--- src/vlu_settings.svh ---
// Sizes shared by the vector logic unit
// The beat count port is VLU_CNT_W bits wide and larger counts are clamped
// to VLU_MAX_BEATS by the beat counter
`ifndef VLU_SETTINGS_SVH
`define VLU_SETTINGS_SVH

// Width of one operand or result beat
`define VLU_DATA_W 32

// Largest number of beats in one instruction
`define VLU_MAX_BEATS 16

// Width of the beat count, wide enough to hold VLU_MAX_BEATS
`define VLU_CNT_W 5

`endif

--- src/vlu_pkg.sv ---
// Types of the vector logic unit
// Element widths are 8, 16 or 32 bits inside a 32-bit beat
`include "vlu_settings.svh"

package vlu_pkg;

    // Operation selected at start
    typedef enum logic [2:0] {
        op_and = 3'd0,
        op_or  = 3'd1,
        op_xor = 3'd2,
        op_sll = 3'd3,
        op_srl = 3'd4,
        op_sra = 3'd5
    } logic_op_e;

    // Element width, encoded as in vsew
    typedef enum logic [1:0] {
        sew_8  = 2'd0,
        sew_16 = 2'd1,
        sew_32 = 2'd2
    } sew_e;

    // One data beat seen as bytes, halfwords or a single word
    typedef union packed {
        logic [`VLU_DATA_W/8-1:0][7:0]   b;
        logic [`VLU_DATA_W/16-1:0][15:0] h;
        logic [`VLU_DATA_W-1:0]          w;
    } vlu_word_u;

endpackage

--- src/vlu_seq_fsm.sv ---
// Sequencer of one vector instruction
// A start during a run is ignored and is honored again in the done cycle
// The reduction flag is dropped for shift operations

module vlu_seq_fsm (
    input  logic                clk,
    input  logic                arst_n,
    input  logic                start,
    input  vlu_pkg::logic_op_e  op,
    input  vlu_pkg::sew_e       sew,
    input  logic                is_reduct,
    input  logic                in_valid,
    input  logic                last_beat,
    output logic                busy,
    output logic                accept,
    output logic                first_beat,
    output vlu_pkg::logic_op_e  cur_op,
    output vlu_pkg::sew_e       cur_sew,
    output logic                cur_reduct,
    output logic                done
);

    typedef enum logic [1:0] {
        st_idle   = 2'd0,
        st_run    = 2'd1,
        st_finish = 2'd2
    } state_e;

    state_e state_q;
    state_e state_next;
    logic   start_ok;
    logic   op_is_shift;
    logic   seen_q;

    assign busy     = (state_q == st_run);
    assign done     = (state_q == st_finish);
    assign start_ok = start & ~busy;
    assign accept   = in_valid & busy;

    assign op_is_shift = (op == vlu_pkg::op_sll) || (op == vlu_pkg::op_srl) ||
                         (op == vlu_pkg::op_sra);

    // No beat taken yet in this run
    assign first_beat = ~seen_q;

    always_comb begin
        state_next = state_q;
        case (state_q)
            st_idle:   if (start) state_next = st_run;
            st_run:    if (accept && last_beat) state_next = st_finish;
            st_finish: state_next = start ? st_run : st_idle;
            default:   state_next = st_idle;
        endcase
    end

    always_ff @(posedge clk or negedge arst_n) begin
        if (!arst_n) begin
            state_q    <= st_idle;
            seen_q     <= 1'b0;
            cur_op     <= vlu_pkg::op_and;
            cur_sew    <= vlu_pkg::sew_8;
            cur_reduct <= 1'b0;
        end else begin
            state_q <= state_next;
            if (start_ok) begin
                seen_q     <= 1'b0;
                cur_op     <= op;
                cur_sew    <= sew;
                cur_reduct <= is_reduct & ~op_is_shift;
            end else if (accept) begin
                seen_q <= 1'b1;
            end
        end
    end

endmodule

--- src/vlu_beat_counter.sv ---
// Counts accepted beats of the current run
// A count of 0 runs one beat and counts above VLU_MAX_BEATS are clamped
`include "vlu_settings.svh"

module vlu_beat_counter (
    input  logic                  clk,
    input  logic                  arst_n,
    input  logic                  start,
    input  logic [`VLU_CNT_W-1:0] n_beats,
    input  logic                  accept,
    output logic                  last_beat
);

    localparam logic [`VLU_CNT_W-1:0] max_beats = `VLU_MAX_BEATS;

    logic [`VLU_CNT_W-1:0] target_q;
    logic [`VLU_CNT_W-1:0] count_q;
    logic [`VLU_CNT_W-1:0] target_load;
    logic                  armed_q;

    always_comb begin
        if (n_beats == '0)
            target_load = `VLU_CNT_W'(1);
        else if (n_beats > max_beats)
            target_load = max_beats;
        else
            target_load = n_beats;
    end

    // Armed from an honored start until the last beat is taken
    always_ff @(posedge clk or negedge arst_n) begin
        if (!arst_n) begin
            target_q <= `VLU_CNT_W'(1);
            count_q  <= '0;
            armed_q  <= 1'b0;
        end else if (start && !armed_q) begin
            target_q <= target_load;
            count_q  <= '0;
            armed_q  <= 1'b1;
        end else if (accept) begin
            count_q <= count_q + 1'b1;
            if (last_beat)
                armed_q <= 1'b0;
        end
    end

    assign last_beat = (count_q == target_q - 1'b1);

endmodule

--- src/vlu_bitwise.sv ---
// Bitwise and, or and xor on one beat
// In reduction mode the elements of srca fold into element 0, upper bits zero
// Shift operations give zero here

module vlu_bitwise (
    input  vlu_pkg::logic_op_e op,
    input  vlu_pkg::sew_e      sew,
    input  logic               is_reduct,
    input  vlu_pkg::vlu_word_u srca,
    input  vlu_pkg::vlu_word_u srcb,
    output vlu_pkg::vlu_word_u result
);

    function automatic logic [31:0] apply_op(input vlu_pkg::logic_op_e f_op,
                                             input logic [31:0] x,
                                             input logic [31:0] y);
        case (f_op)
            vlu_pkg::op_and: return x & y;
            vlu_pkg::op_or:  return x | y;
            vlu_pkg::op_xor: return x ^ y;
            default:         return '0;
        endcase
    endfunction

    logic [31:0] fold;

    // Zero-extended elements keep the upper bits clear for all three ops
    always_comb begin
        case (sew)
            vlu_pkg::sew_8: begin
                fold = apply_op(op, {24'b0, srca.b[0]}, {24'b0, srca.b[1]});
                fold = apply_op(op, fold, {24'b0, srca.b[2]});
                fold = apply_op(op, fold, {24'b0, srca.b[3]});
            end
            vlu_pkg::sew_16: begin
                fold = apply_op(op, {16'b0, srca.h[0]}, {16'b0, srca.h[1]});
            end
            default: begin
                // One word element folds to itself
                fold = (op inside {vlu_pkg::op_and, vlu_pkg::op_or, vlu_pkg::op_xor}) ?
                       srca.w : '0;
            end
        endcase
    end

    always_comb begin
        if (is_reduct)
            result.w = fold;
        else
            result.w = apply_op(op, srca.w, srcb.w);
    end

endmodule

--- src/vlu_shifter.sv ---
// Per-element shifter for 8, 16 and 32-bit elements
// Shift amount is the low log2(SEW) bits of the matching srcb element
// Non-shift operations give zero

module vlu_shifter (
    input  vlu_pkg::logic_op_e op,
    input  vlu_pkg::sew_e      sew,
    input  vlu_pkg::vlu_word_u srca,
    input  vlu_pkg::vlu_word_u srcb,
    output vlu_pkg::vlu_word_u result
);

    always_comb begin
        result = '0;
        case (sew)
            vlu_pkg::sew_8: begin
                for (int i = 0; i < 4; i++) begin
                    case (op)
                        vlu_pkg::op_sll: result.b[i] = srca.b[i] << srcb.b[i][2:0];
                        vlu_pkg::op_srl: result.b[i] = srca.b[i] >> srcb.b[i][2:0];
                        vlu_pkg::op_sra:
                            result.b[i] = $signed(srca.b[i]) >>> srcb.b[i][2:0];
                        default: result.b[i] = '0;
                    endcase
                end
            end
            vlu_pkg::sew_16: begin
                for (int i = 0; i < 2; i++) begin
                    case (op)
                        vlu_pkg::op_sll: result.h[i] = srca.h[i] << srcb.h[i][3:0];
                        vlu_pkg::op_srl: result.h[i] = srca.h[i] >> srcb.h[i][3:0];
                        vlu_pkg::op_sra:
                            result.h[i] = $signed(srca.h[i]) >>> srcb.h[i][3:0];
                        default: result.h[i] = '0;
                    endcase
                end
            end
            vlu_pkg::sew_32: begin
                case (op)
                    vlu_pkg::op_sll: result.w = srca.w << srcb.w[4:0];
                    vlu_pkg::op_srl: result.w = srca.w >> srcb.w[4:0];
                    vlu_pkg::op_sra: result.w = $signed(srca.w) >>> srcb.w[4:0];
                    default:         result.w = '0;
                endcase
            end
            // Reserved width leaves the result at zero
            default: result = '0;
        endcase
    end

endmodule

--- src/vlu_logic_alu.sv ---
// Logic ALU of the vector unit
// Only one of the bitwise and shift paths is nonzero for a given op

module vlu_logic_alu (
    input  vlu_pkg::logic_op_e op,
    input  vlu_pkg::sew_e      sew,
    input  logic               is_reduct,
    input  vlu_pkg::vlu_word_u srca,
    input  vlu_pkg::vlu_word_u srcb,
    output vlu_pkg::vlu_word_u result
);

    vlu_pkg::vlu_word_u bitwise_result;
    vlu_pkg::vlu_word_u shifter_result;

    vlu_bitwise bitwise0 (
        .op        (op),
        .sew       (sew),
        .is_reduct (is_reduct),
        .srca      (srca),
        .srcb      (srcb),
        .result    (bitwise_result)
    );

    vlu_shifter shifter0 (
        .op     (op),
        .sew    (sew),
        .srca   (srca),
        .srcb   (srcb),
        .result (shifter_result)
    );

    // Final merge
    assign result.w = bitwise_result.w | shifter_result.w;

endmodule

--- src/vlu_result_stage.sv ---
// Result register and reduction accumulator
// Element-wise results show one cycle after their beat with out_valid
// The reduction total lands in out_data one cycle after the last beat

module vlu_result_stage (
    input  logic               clk,
    input  logic               arst_n,
    input  logic               accept,
    input  logic               first_beat,
    input  logic               last_beat,
    input  vlu_pkg::logic_op_e cur_op,
    input  vlu_pkg::sew_e      cur_sew,
    input  logic               cur_reduct,
    input  vlu_pkg::vlu_word_u alu_result,
    input  vlu_pkg::vlu_word_u srcb,
    output logic               out_valid,
    output vlu_pkg::vlu_word_u out_data
);

    logic [31:0] seed;
    logic [31:0] acc_base;
    logic [31:0] acc_q;
    logic [31:0] acc_next;

    // Element 0 of srcb starts the fold
    always_comb begin
        case (cur_sew)
            vlu_pkg::sew_8:  seed = {24'b0, srcb.b[0]};
            vlu_pkg::sew_16: seed = {16'b0, srcb.h[0]};
            default:         seed = srcb.w;
        endcase
    end

    assign acc_base = first_beat ? seed : acc_q;

    always_comb begin
        case (cur_op)
            vlu_pkg::op_and: acc_next = acc_base & alu_result.w;
            vlu_pkg::op_or:  acc_next = acc_base | alu_result.w;
            vlu_pkg::op_xor: acc_next = acc_base ^ alu_result.w;
            default:         acc_next = '0;
        endcase
    end

    always_ff @(posedge clk) begin
        if (accept && cur_reduct)
            acc_q <= acc_next;
    end

    always_ff @(posedge clk or negedge arst_n) begin
        if (!arst_n) begin
            out_valid <= 1'b0;
            out_data  <= '0;
        end else begin
            out_valid <= accept & ~cur_reduct;
            if (accept) begin
                if (!cur_reduct)
                    out_data <= alu_result;
                else if (last_beat)
                    out_data.w <= acc_next;
            end
        end
    end

endmodule

--- src/vlu_top.sv ---
// Vector logic unit for and, or, xor and shifts
// No handshake on inputs or outputs, results are pulses to be taken
// Masking, tail policies and widening forms are not supported
`include "vlu_settings.svh"

module vlu_top (
    input  logic                  clk,
    input  logic                  arst_n,
    input  logic                  start,
    input  vlu_pkg::logic_op_e    op,
    input  vlu_pkg::sew_e         sew,
    input  logic                  is_reduct,
    input  logic [`VLU_CNT_W-1:0] n_beats,
    input  logic                  in_valid,
    input  vlu_pkg::vlu_word_u    in_a,
    input  vlu_pkg::vlu_word_u    in_b,
    output logic                  busy,
    output logic                  out_valid,
    output vlu_pkg::vlu_word_u    out_data,
    output logic                  done
);

    logic               accept;
    logic               first_beat;
    logic               last_beat;
    vlu_pkg::logic_op_e cur_op;
    vlu_pkg::sew_e      cur_sew;
    logic               cur_reduct;
    vlu_pkg::vlu_word_u alu_result;

    vlu_seq_fsm seq0 (
        .clk        (clk),
        .arst_n     (arst_n),
        .start      (start),
        .op         (op),
        .sew        (sew),
        .is_reduct  (is_reduct),
        .in_valid   (in_valid),
        .last_beat  (last_beat),
        .busy       (busy),
        .accept     (accept),
        .first_beat (first_beat),
        .cur_op     (cur_op),
        .cur_sew    (cur_sew),
        .cur_reduct (cur_reduct),
        .done       (done)
    );

    vlu_beat_counter cnt0 (
        .clk       (clk),
        .arst_n    (arst_n),
        .start     (start),
        .n_beats   (n_beats),
        .accept    (accept),
        .last_beat (last_beat)
    );

    // Datapath runs on the latched controls and the raw beat
    vlu_logic_alu alu0 (
        .op        (cur_op),
        .sew       (cur_sew),
        .is_reduct (cur_reduct),
        .srca      (in_a),
        .srcb      (in_b),
        .result    (alu_result)
    );

    vlu_result_stage res0 (
        .clk        (clk),
        .arst_n     (arst_n),
        .accept     (accept),
        .first_beat (first_beat),
        .last_beat  (last_beat),
        .cur_op     (cur_op),
        .cur_sew    (cur_sew),
        .cur_reduct (cur_reduct),
        .alu_result (alu_result),
        .srcb       (in_b),
        .out_valid  (out_valid),
        .out_data   (out_data)
    );

endmodule

--- config.mk ---
export PLATFORM = sky130hd
export DESIGN_NAME = vlu_top
export DESIGN_NICKNAME = d
export VERILOG_FILES = /design/src/vlu_pkg.sv /design/src/vlu_seq_fsm.sv /design/src/vlu_beat_counter.sv /design/src/vlu_bitwise.sv /design/src/vlu_shifter.sv /design/src/vlu_logic_alu.sv /design/src/vlu_result_stage.sv /design/src/vlu_top.sv
export VERILOG_INCLUDE_DIRS = /design/src /design/src/src
export SDC_FILE = /design/constraint.sdc
export NUM_CORES = 1
export LEC_CHECK = 0
export BUFFER_PORTS_ARGS = -buffer_cell sky130_fd_sc_hd__buf_2
export CORE_ASPECT_RATIO = 1.1
export CORE_MARGIN = 2
export CORE_UTILIZATION = 40
export CTS_BUF_LIST = sky130_fd_sc_hd__clkbuf_8
export CTS_CLUSTER_SIZE = 10
export DETAILED_ROUTE_END_ITERATION = 8
export PLACE_DENSITY = 0.62
export SLEW_MARGIN = 15
export SYNTH_ARGS = -nofsm -noshare
export SYNTH_HDL_FRONTEND = slang
export SYNTH_SLANG_ARGS = --single-unit
--- constraint.sdc ---
create_clock -name clk -period 5.6 [get_ports clk]
set_input_delay 1.12 -clock clk [delete_from_list [all_inputs] [get_ports clk]]
set_output_delay 1.12 -clock clk [all_outputs]
set_load 0.02 [all_outputs]
==> metrics.md <==
| Metric | Value |
|---|---|
| Status | finished, final reports clean |
| CTS H-tree lvls | 3 |
| # resized after CTS | 0 |
| Slowest CP cell | a2111oi_0 |
| Post-DRT Antenna Nets | 0 |
| R2r setup slk | just over 0.8 ns |
| Power density over the cells | 447 nW/um^2 |
| Worst EP arrival | approximately 5.4 ns |
| Final setup viols | 0 |
| DR WL/cell | 31.9 um |
| Die Height | between 200 and 250 um |
| Max incr delay on CP | around 1.1 ns |
| Final WL | a little over 90000 um |
| Buf/Inv on CP | 4 |
| Syn avg cell area | a little under 8 sq um |
| Clock slew at reported path FFs | around 0.090 ns |
| Die width | 206 um |
| Setup TNS | 0 ns |
| CTS sink cnt | 85 |
| Rows | ~80 |
| FMAX | around 0.19 GHz |
| Most used cell, CP | buf_4 |
| Post-CTS Hold Fix Bufs | 0 |
| Post-synth top flop | dfrtp_1 |
| Crit. End Element | flop |
| GP Congestion | approximately 1.1 |
| Slew @ Worst Pin | ~1.1 ns |
| Final Hold Vio Count | 0 |
| Final Max Tran Viols | 0 |
| Post-CTS Setup Bufs | 0 |
| Setup CP Type | input port to flop |
| # IOs | approximately 110 |
| RR Startpoint | seq0.cur_op[0] |
| Initial Util | 0.405 |
| Die ar. | ~47000 sq um |
| Area growth, synth to finish | 10.5% |
| Synth unique cells | 83 |
| Worst reg2reg endpoint | res0.out_data[1] |
| Final min period | just over 5 ns |
| Fin area | ~20000 sq um |
| Fin cells | 2899 |
| Via/cell ratio | between 6 and 7 |
| Cell count after synthesis | 2267 |
| Worst min path class | flop to flop |
| Crit-path cells | buf_4 > buf_4 > mux2_2 > mux2i_1 > buf_4 > o32a_1 > o221ai_1 > a2111oi_0 > buf_4 > nand2_1 > ha_1 > nor2_1 > a211oi_1 > a21oi_1 > nor2_1 > nor3_1 > a211oi_1 |
| Lkg Pwr | between 8 and 9 nW |
| Dpl cells | just under 3000 |
| Initial antenna violation count | 0 |
| Critical Path Start | in_b[1] |
| Placed Area | about 20000 sq um |
| 1st-pass router iterations | 6 |
| Clock Skew | 0.0245 ns |
| Largest net degree at the start of global routing | approximately 100 |
| Worst setup SP type | input port |
| WP depth | 17 |
| Core area | 44500 sq um |
| CP required | roughly 6 ns |
| Worst Hold Launch | res0.out_data[28] |
| Tot Pwr | between 8 and 9 mW |
| RSZ-0062 raised after global routing | no |
| Max FO, Critical Path | 37 |
| Period utilization | 0.917 |
| Number of synthesized flops with an enable pin | 32 |
| Antenna Cells | 0 |
| Root buffer cell | clkbuf_8 |
| PortBufs | between 100 and 150 |
| Peak VDD IR | roughly 0.00034 V |
| 1st-iter DRT viols | 3174 |
| Post-DP HPWL | about 69000 um |
| Worst reg2reg path depth | 25 |
| Residual DRC | 0 |
| # nets final | about 2600 |
| Total clock buffers created by CTS | 9 |
| Critical Path End | res0.out_data[11] |
| Post-synth net total | between 2000 and 3000 |
| Clock tree from TritonCTS | yes |
| Post-synthesis register bit count | 85 |
| First-pass GRT wire length | 135000 um |
| Share of layout cells above drive strength 1 | 0.208 |
| Area of the mapped netlist | around 18000 sq um |
| Worst skew pair latency | roughly 0.41 ns |
| Via count | 20200 |
| Global route overflow | 0 |
| GRT Total Usage | 0.395 |
| Max Cap Viol | 0 |
| Synth warn | 0 |
| Vias in the first global route | between 15000 and 20000 |
| Post-synthesis sequential area ratio | 0.127 |
| Max clock buf depth | 2 |
| Ys async rst share | 0.624 |
| CP top delay family | compound AO/OA/AOI/OAI gates |
| Slew headroom | 0.218 |
sequential cells by signal, summed over array words and instances (netlist names):
name / cells
seq0.cur_reduct: 1
cnt0.target_q: 5
res0.out_valid: 1
res0.acc_q: 32
seq0.cur_sew: 2
cnt0.armed_q: 1
seq0.seen_q: 1
seq0.state_q: 2
res0.out_data: 32
cnt0.count_q: 5
seq0.cur_op: 3
where the power goes:
group | internal, mW | switching [mW] | leakage, nW
Sequential | 0.963 | 0.291 | 0.931
Clock | 0.253 | 0.258 | 0.105
Combinational | 2.46 | 4.68 | 7.66
Total | 3.68 | 5.22 | 8.69
worst min-delay path by stage:
stage | depth (start not counted) | slack [ns] | to
after floorplan | 2 | 0.47 | cnt0.target_q[4]
after global placement | 1 | 0.47 | res0.out_data[6]
after detailed placement | 1 | 0.47 | res0.out_data[20]
after CTS | 1 | 0.50 | seq0.state_q[0]
after global routing | 1 | 0.52 | res0.out_data[20]
final | 1 | 0.50 | res0.out_data[28]
layout by cell type, fill, tap and decap left out, types with 32 or more instances in the layout:
cell	synthesis	layout
edfxtp_1	32	32
o22ai_1	34	34
buf_4	9	159
a211oi_1	92	91
a21oi_1	155	155
nor3_1	47	46
mux4_2	94	94
mux2i_1	102	102
mux2_2	40	40
ha_1	214	214
buf_2	49	111
inv_1	161	161
nor2_1	192	190
o211ai_1	34	34
dfrtp_1	52	48
nand2_1	200	200
o21ai_0	128	128
through the flow:
step | worst slack [ns] | utilization | hold WS (ns)
after global routing | 0.146 | 0.447 | 0.520
after detailed placement | 0.262 | 0.442 | 0.474
after global placement | 0.227 | 0.442 | 0.473
after floorplan | 0.616 | - | 0.465
after CTS | 0.649 | 0.447 | 0.504
final | 0.465 | 0.447 | 0.498
logic make-up after synthesis:
family | Yosys count | share of synthesized area
XOR/XNOR | 9 | 0.00438
adder cells (fa/ha/maj) | 214 | 0.149
multiplexers | 241 | 0.207
buffers and inverters | 409 | 0.0913
AO/OA/AOI/OAI | 700 | 0.264
AND/OR/NAND/NOR | 609 | 0.158
flip-flops | 85 | 0.127
cell type report:
class | count | area (sq um)
Timing Repair Buffer | 279 | 1930
Clock inverter | 7 | 98.8
Sequential cell | 85 | 2300
Clock buffer | 9 | 124
Fill cell | 4513 | 24600
Tap cell | 581 | 727
Multi-Input combinational cell | 1773 | 14100
Inverter | 165 | 619
synth_stat cells, drive strengths merged (16+ instances only):
cell type | instances | area share
nand2 | 200 | 0.042
o22ai | 34 | 0.012
a22o | 16 | 0.0078
a22oi | 30 | 0.013
inv | 162 | 0.034
clkbuf | 149 | 0.031
nand3 | 20 | 0.0056
a211oi | 92 | 0.038
mux2 | 40 | 0.025
o21ai | 129 | 0.036
or2 | 26 | 0.0090
nor2 | 192 | 0.040
buf | 95 | 0.026
ha | 214 | 0.15
o211ai | 35 | 0.015
mux4 | 99 | 0.12
mux2i | 102 | 0.057
a21oi | 155 | 0.043
nor3 | 47 | 0.013
edfxtp | 32 | 0.053
a31oi | 29 | 0.010
dfrtp | 52 | 0.072
nor2b | 17 | 0.0059
per-layer routing:
| metal | wire length, um | global-route usage | vias up | share of wire |
|---|---|---|---|---|
| met1 | 36700 | 0.530 | 9907 | 0.40 |
| met4 | 5880 | 0.209 | 0 | 0.064 |
| met5 | 0 | 0 | - | 0 |
| li1 | - | - | 8500 | - |
| met2 | 39500 | 0.594 | 1466 | 0.43 |
| met3 | 10400 | 0.0824 | 337 | 0.11 |
(Power assumes the default switching activity.)
